`config.mk`:
```
export PLATFORM = sky130hd
export DESIGN_NAME = shift_add_mult
export DESIGN_NICKNAME = d
export VERILOG_FILES = /design/src/design/mult_ctrl_pkg.sv /design/src/design/mult_data_pkg.sv /design/src/design/shift_add_mult.sv /design/src/design/mult_datapath.sv /design/src/design/control_mult.sv
export VERILOG_INCLUDE_DIRS = /design/src /design/src/design
export SDC_FILE = /design/constraint.sdc
export NUM_CORES = 1
export LEC_CHECK = 0
export BUFFER_PORTS_ARGS = -buffer_cell sky130_fd_sc_hd__buf_4
export CELL_PAD_IN_SITES_DETAIL_PLACEMENT = 1
export CELL_PAD_IN_SITES_GLOBAL_PLACEMENT = 1
export CORE_UTILIZATION = 35
export CTS_CLUSTER_DIAMETER = 50
export DETAILED_ROUTE_END_ITERATION = 8
export MAX_ROUTING_LAYER = met4
export PLACE_DENSITY_LB_ADDON = 0.1
export SETUP_SLACK_MARGIN = 0.4
export SLEW_MARGIN = 20
export SYNTH_ARGS = -nofsm -noshare
export SYNTH_HDL_FRONTEND = slang
export SYNTH_HIERARCHICAL = 1
export SYNTH_SLANG_ARGS = --single-unit
```
`constraint.sdc`:
```
create_clock -name clk -period 8.2 [get_ports clk]
set_clock_uncertainty 0.05 [all_clocks]
set_input_delay 0.82 -clock clk [delete_from_list [all_inputs] [get_ports clk]]
set_output_delay 0.82 -clock clk [all_outputs]
set_load 0.03 [all_outputs]
```
`src/design/mult_cfg.svh`:
```
`ifndef MULT_CFG_SVH
`define MULT_CFG_SVH

// Operand width in bits, valid from 4 to 32
`define MULT_WIDTH 16

// Product and accumulator width
`define MULT_PRODUCT_WIDTH (2 * `MULT_WIDTH)

// Countdown steps of the done window
// done stays high for MULT_DONE_HOLD + 1 cycles
`define MULT_DONE_HOLD 20

// Hold timer width, enough to hold MULT_DONE_HOLD
`define MULT_HOLD_WIDTH $clog2(`MULT_DONE_HOLD + 1)

`endif
```
`src/design/mult_ctrl_pkg.sv`:
```
`include "mult_cfg.svh"

package mult_ctrl_pkg;

  localparam int unsigned HOLD_W = `MULT_HOLD_WIDTH;

  // Controller states
  typedef enum logic [2:0] {
    ST_START = 3'b000,  // Idle, operands loaded every cycle
    ST_CHECK = 3'b001,  // Look at multiplier bit 0
    ST_SHIFT = 3'b010,
    ST_ADD   = 3'b011,
    ST_DONE  = 3'b100   // Result held for the done window
  } ctrl_state_t;

  // Done window countdown
  typedef logic [HOLD_W-1:0] hold_cnt_t;

  localparam hold_cnt_t HOLD_INIT = hold_cnt_t'(`MULT_DONE_HOLD);

endpackage

```
`src/design/mult_data_pkg.sv`:
```
`include "mult_cfg.svh"

package mult_data_pkg;

  localparam int unsigned OPERAND_W = `MULT_WIDTH;
  localparam int unsigned PRODUCT_W = `MULT_PRODUCT_WIDTH;

  // One unsigned operand
  typedef logic [OPERAND_W-1:0] operand_t;

  // Product, accumulator and shifted multiplicand
  typedef logic [PRODUCT_W-1:0] product_t;

  // Zero-extend an operand to product width
  function automatic product_t widen(input operand_t value);
    product_t result;
    result = '0;
    result[OPERAND_W-1:0] = value;
    return result;
  endfunction

endpackage

```
`src/design/shift_add_mult.sv`:
```
`timescale 1ns/1ps

module shift_add_mult
  import mult_data_pkg::*;
(
  input  logic     clk,
  input  logic     rst,
  input  logic     init,
  input  operand_t op_a,
  input  operand_t op_b,
  output product_t product,
  output logic     done
);

  logic lsb_b;
  logic z;
  logic sh;
  logic add;
  logic load;  // Idle load strobe from the controller

  control_mult control_mult_inst (
    .clk   (clk),
    .rst   (rst),
    .lsb_b (lsb_b),
    .init  (init),
    .z     (z),
    .done  (done),
    .sh    (sh),
    .reset (load),
    .add   (add)
  );

  mult_datapath mult_datapath_inst (
    .clk     (clk),
    .rst     (rst),
    .reset   (load),
    .add     (add),
    .sh      (sh),
    .op_a    (op_a),
    .op_b    (op_b),
    .lsb_b   (lsb_b),
    .z       (z),
    .product (product)
  );

endmodule

```
`src/design/mult_datapath.sv`:
```
`timescale 1ns/1ps

module mult_datapath
  import mult_data_pkg::*;
(
  input  logic     clk,
  input  logic     rst,
  input  logic     reset,
  input  logic     add,
  input  logic     sh,
  input  operand_t op_a,
  input  operand_t op_b,
  output logic     lsb_b,
  output logic     z,
  output product_t product
);

  product_t mcand;   // Multiplicand, moves left each step
  operand_t mplier;  // Multiplier, moves right each step
  product_t acc;
  logic     load;

  assign load = rst | reset;

  // Multiplicand register
  always_ff @(posedge clk) begin
    if (load) begin
      mcand <= widen(op_a);
    end else if (sh) begin
      mcand <= mcand << 1;
    end
  end

  // Multiplier register
  always_ff @(posedge clk) begin
    if (load) begin
      mplier <= op_b;
    end else if (sh) begin
      mplier <= mplier >> 1;
    end
  end

  // Accumulator, cannot overflow at twice the operand width
  always_ff @(posedge clk) begin
    if (load) begin
      acc <= '0;
    end else if (add) begin
      acc <= acc + mcand;
    end
  end

  assign lsb_b = mplier[0];

  // Multiplier is zero once the current bit is shifted out
  assign z = ~|mplier[OPERAND_W-1:1];

  assign product = acc;

endmodule

```
`src/design/control_mult.sv`:
```
`timescale 1ns/1ps

module control_mult
  import mult_ctrl_pkg::*;
(
  input  logic clk,
  input  logic rst,
  input  logic lsb_b,
  input  logic init,
  input  logic z,
  output logic done,
  output logic sh,
  output logic reset,
  output logic add
);

  ctrl_state_t state;
  ctrl_state_t state_next;
  hold_cnt_t   hold_cnt;
  logic        hold_zero;

  assign hold_zero = (hold_cnt == '0);

  // State register
  always_ff @(posedge clk) begin
    if (rst) begin
      state <= ST_START;
    end else begin
      state <= state_next;
    end
  end

  // Next state
  always_comb begin
    state_next = state;
    case (state)
      ST_START: begin
        if (init) begin
          state_next = ST_CHECK;
        end
      end
      ST_CHECK: begin
        if (lsb_b) begin
          state_next = ST_ADD;
        end else begin
          state_next = ST_SHIFT;
        end
      end
      ST_ADD: begin
        state_next = ST_SHIFT;
      end
      ST_SHIFT: begin
        if (z) begin
          state_next = ST_DONE;  // Nothing left in the multiplier
        end else begin
          state_next = ST_CHECK;
        end
      end
      ST_DONE: begin
        if (hold_zero) begin
          state_next = ST_START;
        end
      end
      default: begin
        state_next = ST_START;
      end
    endcase
  end

  // Done window timer
  always_ff @(posedge clk) begin
    if (rst) begin
      hold_cnt <= HOLD_INIT;
    end else begin
      case (state)
        ST_START: begin
          hold_cnt <= HOLD_INIT;
        end
        ST_DONE: begin
          if (!hold_zero) begin
            hold_cnt <= hold_cnt - hold_cnt_t'(1);
          end
        end
        default: begin
          hold_cnt <= hold_cnt;
        end
      endcase
    end
  end

  // Strobes follow the current state so the datapath acts in that same cycle
  always_comb begin
    done  = 1'b0;
    sh    = 1'b0;
    reset = 1'b0;
    add   = 1'b0;
    case (state)
      ST_START: begin
        reset = 1'b1;  // Load operands, clear accumulator
      end
      ST_ADD: begin
        add = 1'b1;
      end
      ST_SHIFT: begin
        sh = 1'b1;
      end
      ST_DONE: begin
        done = 1'b1;
      end
      default: begin
        done = 1'b0;
      end
    endcase
  end

endmodule

```
==> flow_summary.ini, run 1 <==
[status]
status = finished clean

[worst_setup_path]
critical_path_arrival_ns = 3.17
cp.required_ns = 8.39
worstSetupPathType = flip-flop to flip-flop
start_kind = flip-flop
worstSetupEndpointType = flip-flop
cp_max_fo = 4

[layout]
post-route-util_pct = 42.5
antenna_cells = 0
areaGrowthSynthToFinish_pct = 17.9
final_area_mm2 = 0.00595
fin_cells = 805
nNetsFinal = 688
drive_gt1_share_pct = 15.7

[detailed_routing]
drc = 0
ant_nets = 0
totalWireLength_um = 12400
via_per_inst = 5.16
first_pass_iters = 4
vias = 4155
drtIter0Drc = 193
wl_per_cell_um = 15.4

[power]
power_density_mw_per_mm2 = 168
vdd_drop_max_mv = 0.0823
power_mw = 0.997
leakagePower_nw = 2.50

[sta]
setup_slack_ns = 5.22
fin_tns_setup_ns = 0
max_slew_margin_pct = 54.0
rsz0062_at_grt = false
period_minus_slack_ns = 2.98
worst_pin_slew_ns = 0.690
timing.fmax_mhz = 335
period_share_pct = 36.4
hold_slack_ns = 0.468
slew_viol_final = 0
finalSetupViolCount = 0
hold_viol_final = 0

[die]
rows = 43
core_area_mm2 = 0.0140
die_area_mm2 = 0.0149
fp.dieW_um = 122
dieHeight_um = 122
boundaryPins = 68
start_util_pct = 36.1

[grt]
grt_max_degree = 64
grtUsageTotal_pct = 18.2
grtUsageMet2_pct = 29.0
gr-usage-met1_pct = 23.3
globalRouteOverflowTotal = 0
grt_use_met3_pct = 2.95
antenna_found_initial = 0
grt_pass1_wl_um = 20600
grt.busiest_layer = met2
grt_pass1_vias = 4193

[place]
post_dp_cell_area_mm2 = 0.00570
hpwl_um = 8880
gp_congestion = 0.801
post-place-cells = 789
port_buffers = 67
pre_cts_ws_ns = 5.24

[synthesis]
synth_top_area_cell = dfxtp_1
yosysSeqAreaShare_pct = 41.2
ys_types = 63
yosys_warnings = 6
synth_edf_count = 32
syn_inst = 565
ys_ff_latch = 88
synth_flop_cell = dfxtp_1
synthTopCellsByCount = 109 x nand2_1, 62 x nor2_1, 56 x dfxtp_1, 37 x mux2i_1
synth.most_common_cell = nand2_1
synth_nets = 633
syn-cell-area_mm2 = 0.00505
syn_avg_cell_area_um2 = 8.94
netlist.area_leader.share_pct = 22.2
async_reset_ff_share_pct = 0
synth.area.top_cells = dfxtp_1 22%, edfxtp_1 19%, nand2_1 8.1%

[clocking]
htree_levels = 3
cts_hold_buf = 0
cts_tree = built
clock_latency_ns = 0.34
cts_setup_buffers = 0
ctsResizeCount = 0
cts_made_buffers = 9
clockRootBuffer = clkbuf_16
clkSlewWorstSetupHoldPaths_ns = 0.06
cts_buffer_depth = 2
cts_num_sinks = 88

[min_path]
hp-class = flip-flop to flip-flop

[run]
cap_violations = 0
==> worst max-delay path, cell delays in order, from the launching register on <==
cell and delay [ns]:
edfxtp_1 0.40, ha_1 0.24, fa_1 0.44, a211oi_2 0.27, o21bai_1 0.14, a221o_1 0.40, o21ai_4 0.21, a21oi_1 0.11
o2111ai_1 0.24, a21o_1 0.15, a21oi_1 0.06, o21a_1 0.18
==> per-layer routing <==
| layer | vias to the layer above | share of wire (%) |
|---|---|---|
| met5 | - | 0 |
| met4 | 0 | 1.8 |
| met3 | 16 | 2.5 |
| met2 | 54 | 47 |
| met1 | 1981 | 48 |
| li1 | 2104 | - |
==> power breakdown <==
part           switching, mW  internal (mW)
sequential            0.0174          0.486
clock                  0.165          0.204
combinational         0.0742         0.0500
total                  0.257          0.740
==> cell usage in the layout, fill, tap and decap left out, drive strengths merged, types with 5 or more instances in the layout <==
cell / Yosys / routed
a211oi: 8 / 8
a21o: 14 / 14
a21oi: 31 / 31
a31oi: 5 / 5
and3: 5 / 5
buf: 6 / 72
clkbuf: 22 / 14
dfxtp: 56 / 56
edfxtp: 32 / 32
ha: 32 / 32
inv: 10 / 10
mux2i: 37 / 37
nand2: 110 / 110
nand2b: 5 / 5
nand3: 11 / 11
nand4: 6 / 6
nor2: 62 / 62
nor3: 8 / 8
o21ai: 19 / 19
or3: 5 / 5
xnor2: 20 / 20
==> layout make-up <==
type                       instances  area [um^2]
clock buffer                      14          244
timing repair buffer              72          541
inverter                          10         37.5
clock inverter                     2         7.51
fill                            1646         8040
tap                              180          225
multi-input combinational        439         2810
sequential                        88         2080
==> registers in the layout, indices dropped and copies added (netlist names) <==
signal                      cells
control_mult_inst/hold_cnt      5
control_mult_inst/state         3
mult_datapath_inst/mcand       32
mult_datapath_inst/mplier      16
mult_datapath_inst/product     32
==> cell families (layout without fill, tap and decap cells) <==
family	after synthesis	count (layout)	synth area share [%]
xor gates and xnor gates	23	23	3.99
muxes	37	37	7.34
adders and majority gates	33	33	8.33
and+or+nand+nor	242	242	21.7
buffers and inverters	38	98	3.20
DFF	88	88	41.2
AOI/OAI and AO/OA	104	104	14.2
==> final timing paths <==
check	startpoint	end	slack, ns	cells after the start
worst min-delay path	mult_datapath_inst/product[2]	mult_datapath_inst/product[2]	0.47	2
worst max-delay path	mult_datapath_inst/mcand[0]	mult_datapath_inst/product[20]	5.22	11
worst min register to register	mult_datapath_inst/product[2]	mult_datapath_inst/product[2]	0.47	2
worst max register to register	mult_datapath_inst/mcand[0]	mult_datapath_inst/product[20]	5.22	11
Note: power is estimated with default switching activity, not from simulation.
==> run 2, diff against run 1 <==
==> constraint.sdc (replaced) <==
create_clock -name clk -period 2.7 [get_ports clk]
set_clock_uncertainty 0.05 [all_clocks]
set_input_delay 0.27 -clock clk [delete_from_list [all_inputs] [get_ports clk]]
set_output_delay 0.27 -clock clk [all_outputs]
set_load 0.03 [all_outputs]
==> flow_summary.ini, run 2 (synthesis results as in run 1) <==
[status]
status = finished with violations
violations = setup timing

[run]
cap_violations = 0

[clocking]
cts_tree = built
cts_made_buffers = 9
cts_hold_buf = 0
cts_num_sinks = 88
cts_buffer_depth = 2
clockRootBuffer = clkbuf_16
clock_latency_ns = 0.35
htree_levels = 3
clkSlewWorstSetupHoldPaths_ns = 0.07

[worst_setup_path]
critPathSlowestCell = edfxtp_1
crit_buf_inv = 2
cp.required_ns = 2.93
critical_path_arrival_ns = 3.04
crit_chain = ha_4 > fa_2 > a211oi_4 > o21bai_2 > a221o_1 > o21ai_4 > buf_6 > buf_6 > nand2_4 > a21oi_2 > xnor2_1 > mux2i_1 > nor2_1
cp_max_fo = 3
worstSetupEndpointType = flip-flop
start_kind = flip-flop
cp_top_family = compound AO/OA/AOI/OAI gates
critical-path-max-stage-delay_ns = 0.44
worstSetupPathType = flip-flop to flip-flop
crit_top_cell = buf_6

[detailed_routing]
drtIter0Drc = 160
via_per_inst = 5.13
first_pass_iters = 4
wl_per_cell_um = 16.0
totalWireLength_um = 13300
drc = 0
ant_nets = 0
vias = 4252

[power]
seq_power_share_pct = 46.5
p_switching_mw = 0.825
power_frac_comb_pct = 13.2
leakagePower_nw = 2.69
clockPowerShare_pct = 40.3
vdd_drop_max_mv = 0.303
power_density_mw_per_mm2 = 508
p_sw_share_pct = 25.0
internal-power_mw = 2.47

[layout]
final_cell_mix = 106 x nand2_1, 87 x buf_4, 61 x nor2_1, 39 x dfxtp_1, 37 x mux2i_1
nNetsFinal = 712
antenna_cells = 0
drive_gt1_share_pct = 26.8
areaGrowthSynthToFinish_pct = 28.5
layout_commonest_cell = nand2_1
nFillCells = 1614

[grt]
grtUsageTotal_pct = 19.6
antenna_found_initial = 0
grt_pass1_wl_um = 22100
grt_pass1_vias = 4342
globalRouteOverflowTotal = 0
grt_max_degree = 41

[sta]
hold_slack_ns = 0.130
period_minus_slack_ns = 2.81
setup_slack_ns = -0.109
hold_viol_final = 0
rsz0062_at_grt = true
worst_pin_slew_ns = 0.621
max_slew_margin_pct = 58.5
period_share_pct = 104
finalSetupViolCount = 8
timing.fmax_mhz = 356
slew_viol_final = 0

[die]
boundaryPins = 68
core_area_mm2 = 0.0140
rows = 43
start_util_pct = 36.1
die_area_mm2 = 0.0149
fp.dieW_um = 122
dieHeight_um = 122

[place]
hpwl_um = 9390
pre_cts_ws_ns = -0.229
gp_congestion = 0.812
port_buffers = 67

[min_path]
hp-class = primary input to flip-flop
==> run 2: cell count changes in the layout (fill, tap and decap cells not counted), moves of 4 or more <==
cell	delta
ha_4	+7
a21oi_2	+4
dfxtp_2	+12
o21ai_0	-6
o21ai_1	+4
dfxtp_4	+5
buf_4	+15
dfxtp_1	-17
a21oi_1	-6
ha_1	-9
buf_6	+8
==> run 2: area by class of cell <==
type	count	area [um^2]	area share (%)
Multi-Input combinational cell	439	3040	46.9
Sequential cell	88	2120	32.6
Timing Repair Buffer	96	763	11.8
Clock buffer	12	236	3.65
Tap cell	180	225	3.47
Clock inverter	4	68.8	1.06
Inverter	10	37.5	0.579
==> run 2: repair_timing <==
| action | 4_1_cts | 5_1_grt |
|---|---|---|
| endpoints found under the setup margin | 21 | 26 |
| pin swaps | 18 | 13 |
| buffers inserted | 7 | 4 |
| gates resized for setup | 15 | 21 |
| endpoints found under the hold margin | 0 | 0 |
==> run 2: path summary, 6_finish.rpt <==
kind / startpoint / depth (start not counted) / endpoint / slack [ns]
worst max-delay path: mult_datapath_inst/mcand[0] / 13 / mult_datapath_inst/product[16] / -0.11
worst min register to register: mult_datapath_inst/product[2] / 2 / mult_datapath_inst/product[2] / 0.45
worst min-delay path: op_b[10] / 3 / mult_datapath_inst/mplier[10] / 0.13
worst max register to register: mult_datapath_inst/mcand[0] / 13 / mult_datapath_inst/product[16] / -0.11
==> run 2: power groups by stage <==
stage	Clock, mW	Sequential [mW]	Combinational, mW
after global placement	0	1.56	0.405
final	1.33	1.53	0.434
after global routing	1.42	1.54	0.483
after floorplan	0	1.54	0.294
after detailed placement	0	1.56	0.415
after CTS	1.38	1.53	0.424
==> run 2: per-stage QoR <==
step           utilization [%]  cell area, um^2  instances  TNS, ns  power [mW]
2_1_floorplan                -             5190        565        0        1.83
6_report                  46.4             6490        829   -0.519        3.30
3_5_place_dp              42.5             5940        802   -0.595        1.97
3_3_place_gp              42.5             5940        802  -0.0774        1.96
5_1_grt                   46.4             6490        829    -1.96        3.45
4_1_cts                   45.5             6360        825   -0.445        3.33
==> run 2: worst reg2reg max path: cells and delay by family (launching register included) <==
family	cells	cell delay (ns)
adder cells (fa/ha/maj)	2	0.57
buffers and inverters	2	0.23
AO/OA/AOI/OAI	5	1.08
flip-flops	1	0.44
multiplexers	1	0.09
XOR/XNOR	1	0.13
AND/OR/NAND/NOR	2	0.15
==> run 2: metal layers <==
layer  share of wire [%]  up-vias  global-route usage (%)
li1                    -     2155                       -
met1                  47     2039                    24.4
met2                  49       44                    31.9
met3                 2.4       14                    3.70
met4                 1.3        0                    6.55
met5                   0        -                       -
==> run 3, diff against run 2 <==
--- a/config.mk
+++ b/config.mk
@@ -6,14 +6,14 @@
 export SDC_FILE = /design/constraint.sdc
 export NUM_CORES = 1
 export LEC_CHECK = 0
-export BUFFER_PORTS_ARGS = -buffer_cell sky130_fd_sc_hd__buf_4
 export CELL_PAD_IN_SITES_DETAIL_PLACEMENT = 1
 export CELL_PAD_IN_SITES_GLOBAL_PLACEMENT = 1
 export CORE_UTILIZATION = 35
 export CTS_CLUSTER_DIAMETER = 50
 export DETAILED_ROUTE_END_ITERATION = 8
+export DONT_BUFFER_PORTS = 1
 export MAX_ROUTING_LAYER = met4
-export PLACE_DENSITY_LB_ADDON = 0.1
+export PLACE_DENSITY_LB_ADDON = 0.08
 export SETUP_SLACK_MARGIN = 0.4
 export SLEW_MARGIN = 20
 export SYNTH_ARGS = -nofsm -noshare
==> flow_summary.ini, run 3 (synthesis results as in run 1) <==
[place]
pre_cts_ws_ns = -0.169
port_buffers = 0
hpwl_um = 9560
gp_congestion = 0.819
post-place-cells = 755

[grt]
grt_max_degree = 48
globalRouteOverflowTotal = 0
grt_pass1_vias = 4243
grtUsageTotal_pct = 19.3
antenna_found_initial = 0
grt_pass1_wl_um = 21600

[layout]
nNetsFinal = 666
nFillCells = 1629
fin_cells = 783
antenna_cells = 0
drive_gt1_share_pct = 22.4
layout_commonest_cell = nand2_1
final_cell_mix = 105 x nand2_1, 61 x nor2_1, 44 x buf_4, 39 x dfxtp_1, 37 x mux2i_1
areaGrowthSynthToFinish_pct = 21.3

[sta]
max_slew_margin_pct = 50.5
worst_pin_slew_ns = 0.741
setup_slack_ns = -0.0881
period_minus_slack_ns = 2.79
finalSetupViolCount = 8
hold_slack_ns = 0.0465
hold_viol_final = 0
slew_viol_final = 0
rsz0062_at_grt = true
timing.fmax_mhz = 359
period_share_pct = 103

[worst_setup_path]
worstSetupPathType = flip-flop to flip-flop
worstSetupEndpointType = flip-flop
start_kind = flip-flop
critical_path_arrival_ns = 2.98
cp_max_fo = 4
rr_worst_depth = 11
cp.required_ns = 2.89

[die]
die_area_mm2 = 0.0149
boundaryPins = 68
start_util_pct = 36.1
fp.dieW_um = 122
rows = 43
core_area_mm2 = 0.0140
dieHeight_um = 122

[detailed_routing]
via_per_inst = 5.21
ant_nets = 0
drc = 0
vias = 4083
totalWireLength_um = 13200
first_pass_iters = 4
drtIter0Drc = 123
wl_per_cell_um = 16.9

[power]
power_density_mw_per_mm2 = 524
leakagePower_nw = 2.44
power_mw = 3.21
vdd_drop_max_mv = 0.356

[status]
violations = setup timing
status = finished with violations

[run]
cap_violations = 0

[clocking]
clockRootBuffer = clkbuf_16
cts_buffer_depth = 2
clock_latency_ns = 0.35
cts_tree = built
cts_num_sinks = 88
htree_levels = 3
clkSlewWorstSetupHoldPaths_ns = 0.06
cts_made_buffers = 9

[min_path]
min_path_cells = 2
hp-class = primary input to flip-flop
==> run 3: path summary, 6_finish.rpt <==
path	slack (ns)	startpoint	to
max reg2reg	-0.09	mult_datapath_inst/mcand[0]	mult_datapath_inst/product[20]
min	0.05	op_b[4]	mult_datapath_inst/mplier[4]
min reg2reg	0.48	mult_datapath_inst/mcand[25]	mult_datapath_inst/mcand[25]
max	-0.09	mult_datapath_inst/mcand[0]	mult_datapath_inst/product[20]
==> run 3: power by group <==
group	internal, mW	switching (mW)
logic	0.167	0.236
clock network	0.742	0.530
registers	1.47	0.0604
total	2.38	0.826
==> run 3: cell type report <==
cell class | count | area, um^2 | area share (%)
clock buffers | 14 | 290 | 4.74
multi-input cells | 439 | 3030 | 49.5
well taps | 180 | 225 | 3.68
repair buffers | 50 | 414 | 6.76
flip-flops and latches | 88 | 2120 | 34.6
clock inverters | 2 | 10.0 | 0.163
inverters | 10 | 37.5 | 0.613
==> run 3: repair_timing <==
action / in CTS / in global routing
gates resized for setup: 17 / 14
pin swaps: 15 / 11
hold buffers: 1 / 0
endpoints found under the setup margin: 21 / 24
buffers inserted: 6 / 5
hold endpoints to repair: 8 / 0
==> run 3: metal layers <==
layer	wire, um	global-route usage (%)
met1	6370	24.4
met4	211	7.32
met3	563	4.63
met5	0	-
met2	6070	29.7
==> run 3: critical path, cell delays in order, from the launching register on <==
cell	delay (ns)
edfxtp_1	0.40
ha_2	0.21
fa_2	0.36
a211oi_2	0.23
o21bai_1	0.12
a221o_1	0.38
o21ai_4	0.23
a21oi_2	0.09
o2111ai_2	0.19
a21o_1	0.16
a21oi_2	0.06
o21a_1	0.19
==> run 3: through the flow <==
step                      area, um^2  utilization, %  TNS [ns]
after detailed placement        5610            40.1    -0.363
after global routing            6120            43.8     -1.40
after global placement          5610            40.1   -0.0868
final                           6120            43.8    -0.313
after floorplan                 5190               -         0
after CTS                       6030            43.1   -0.0190
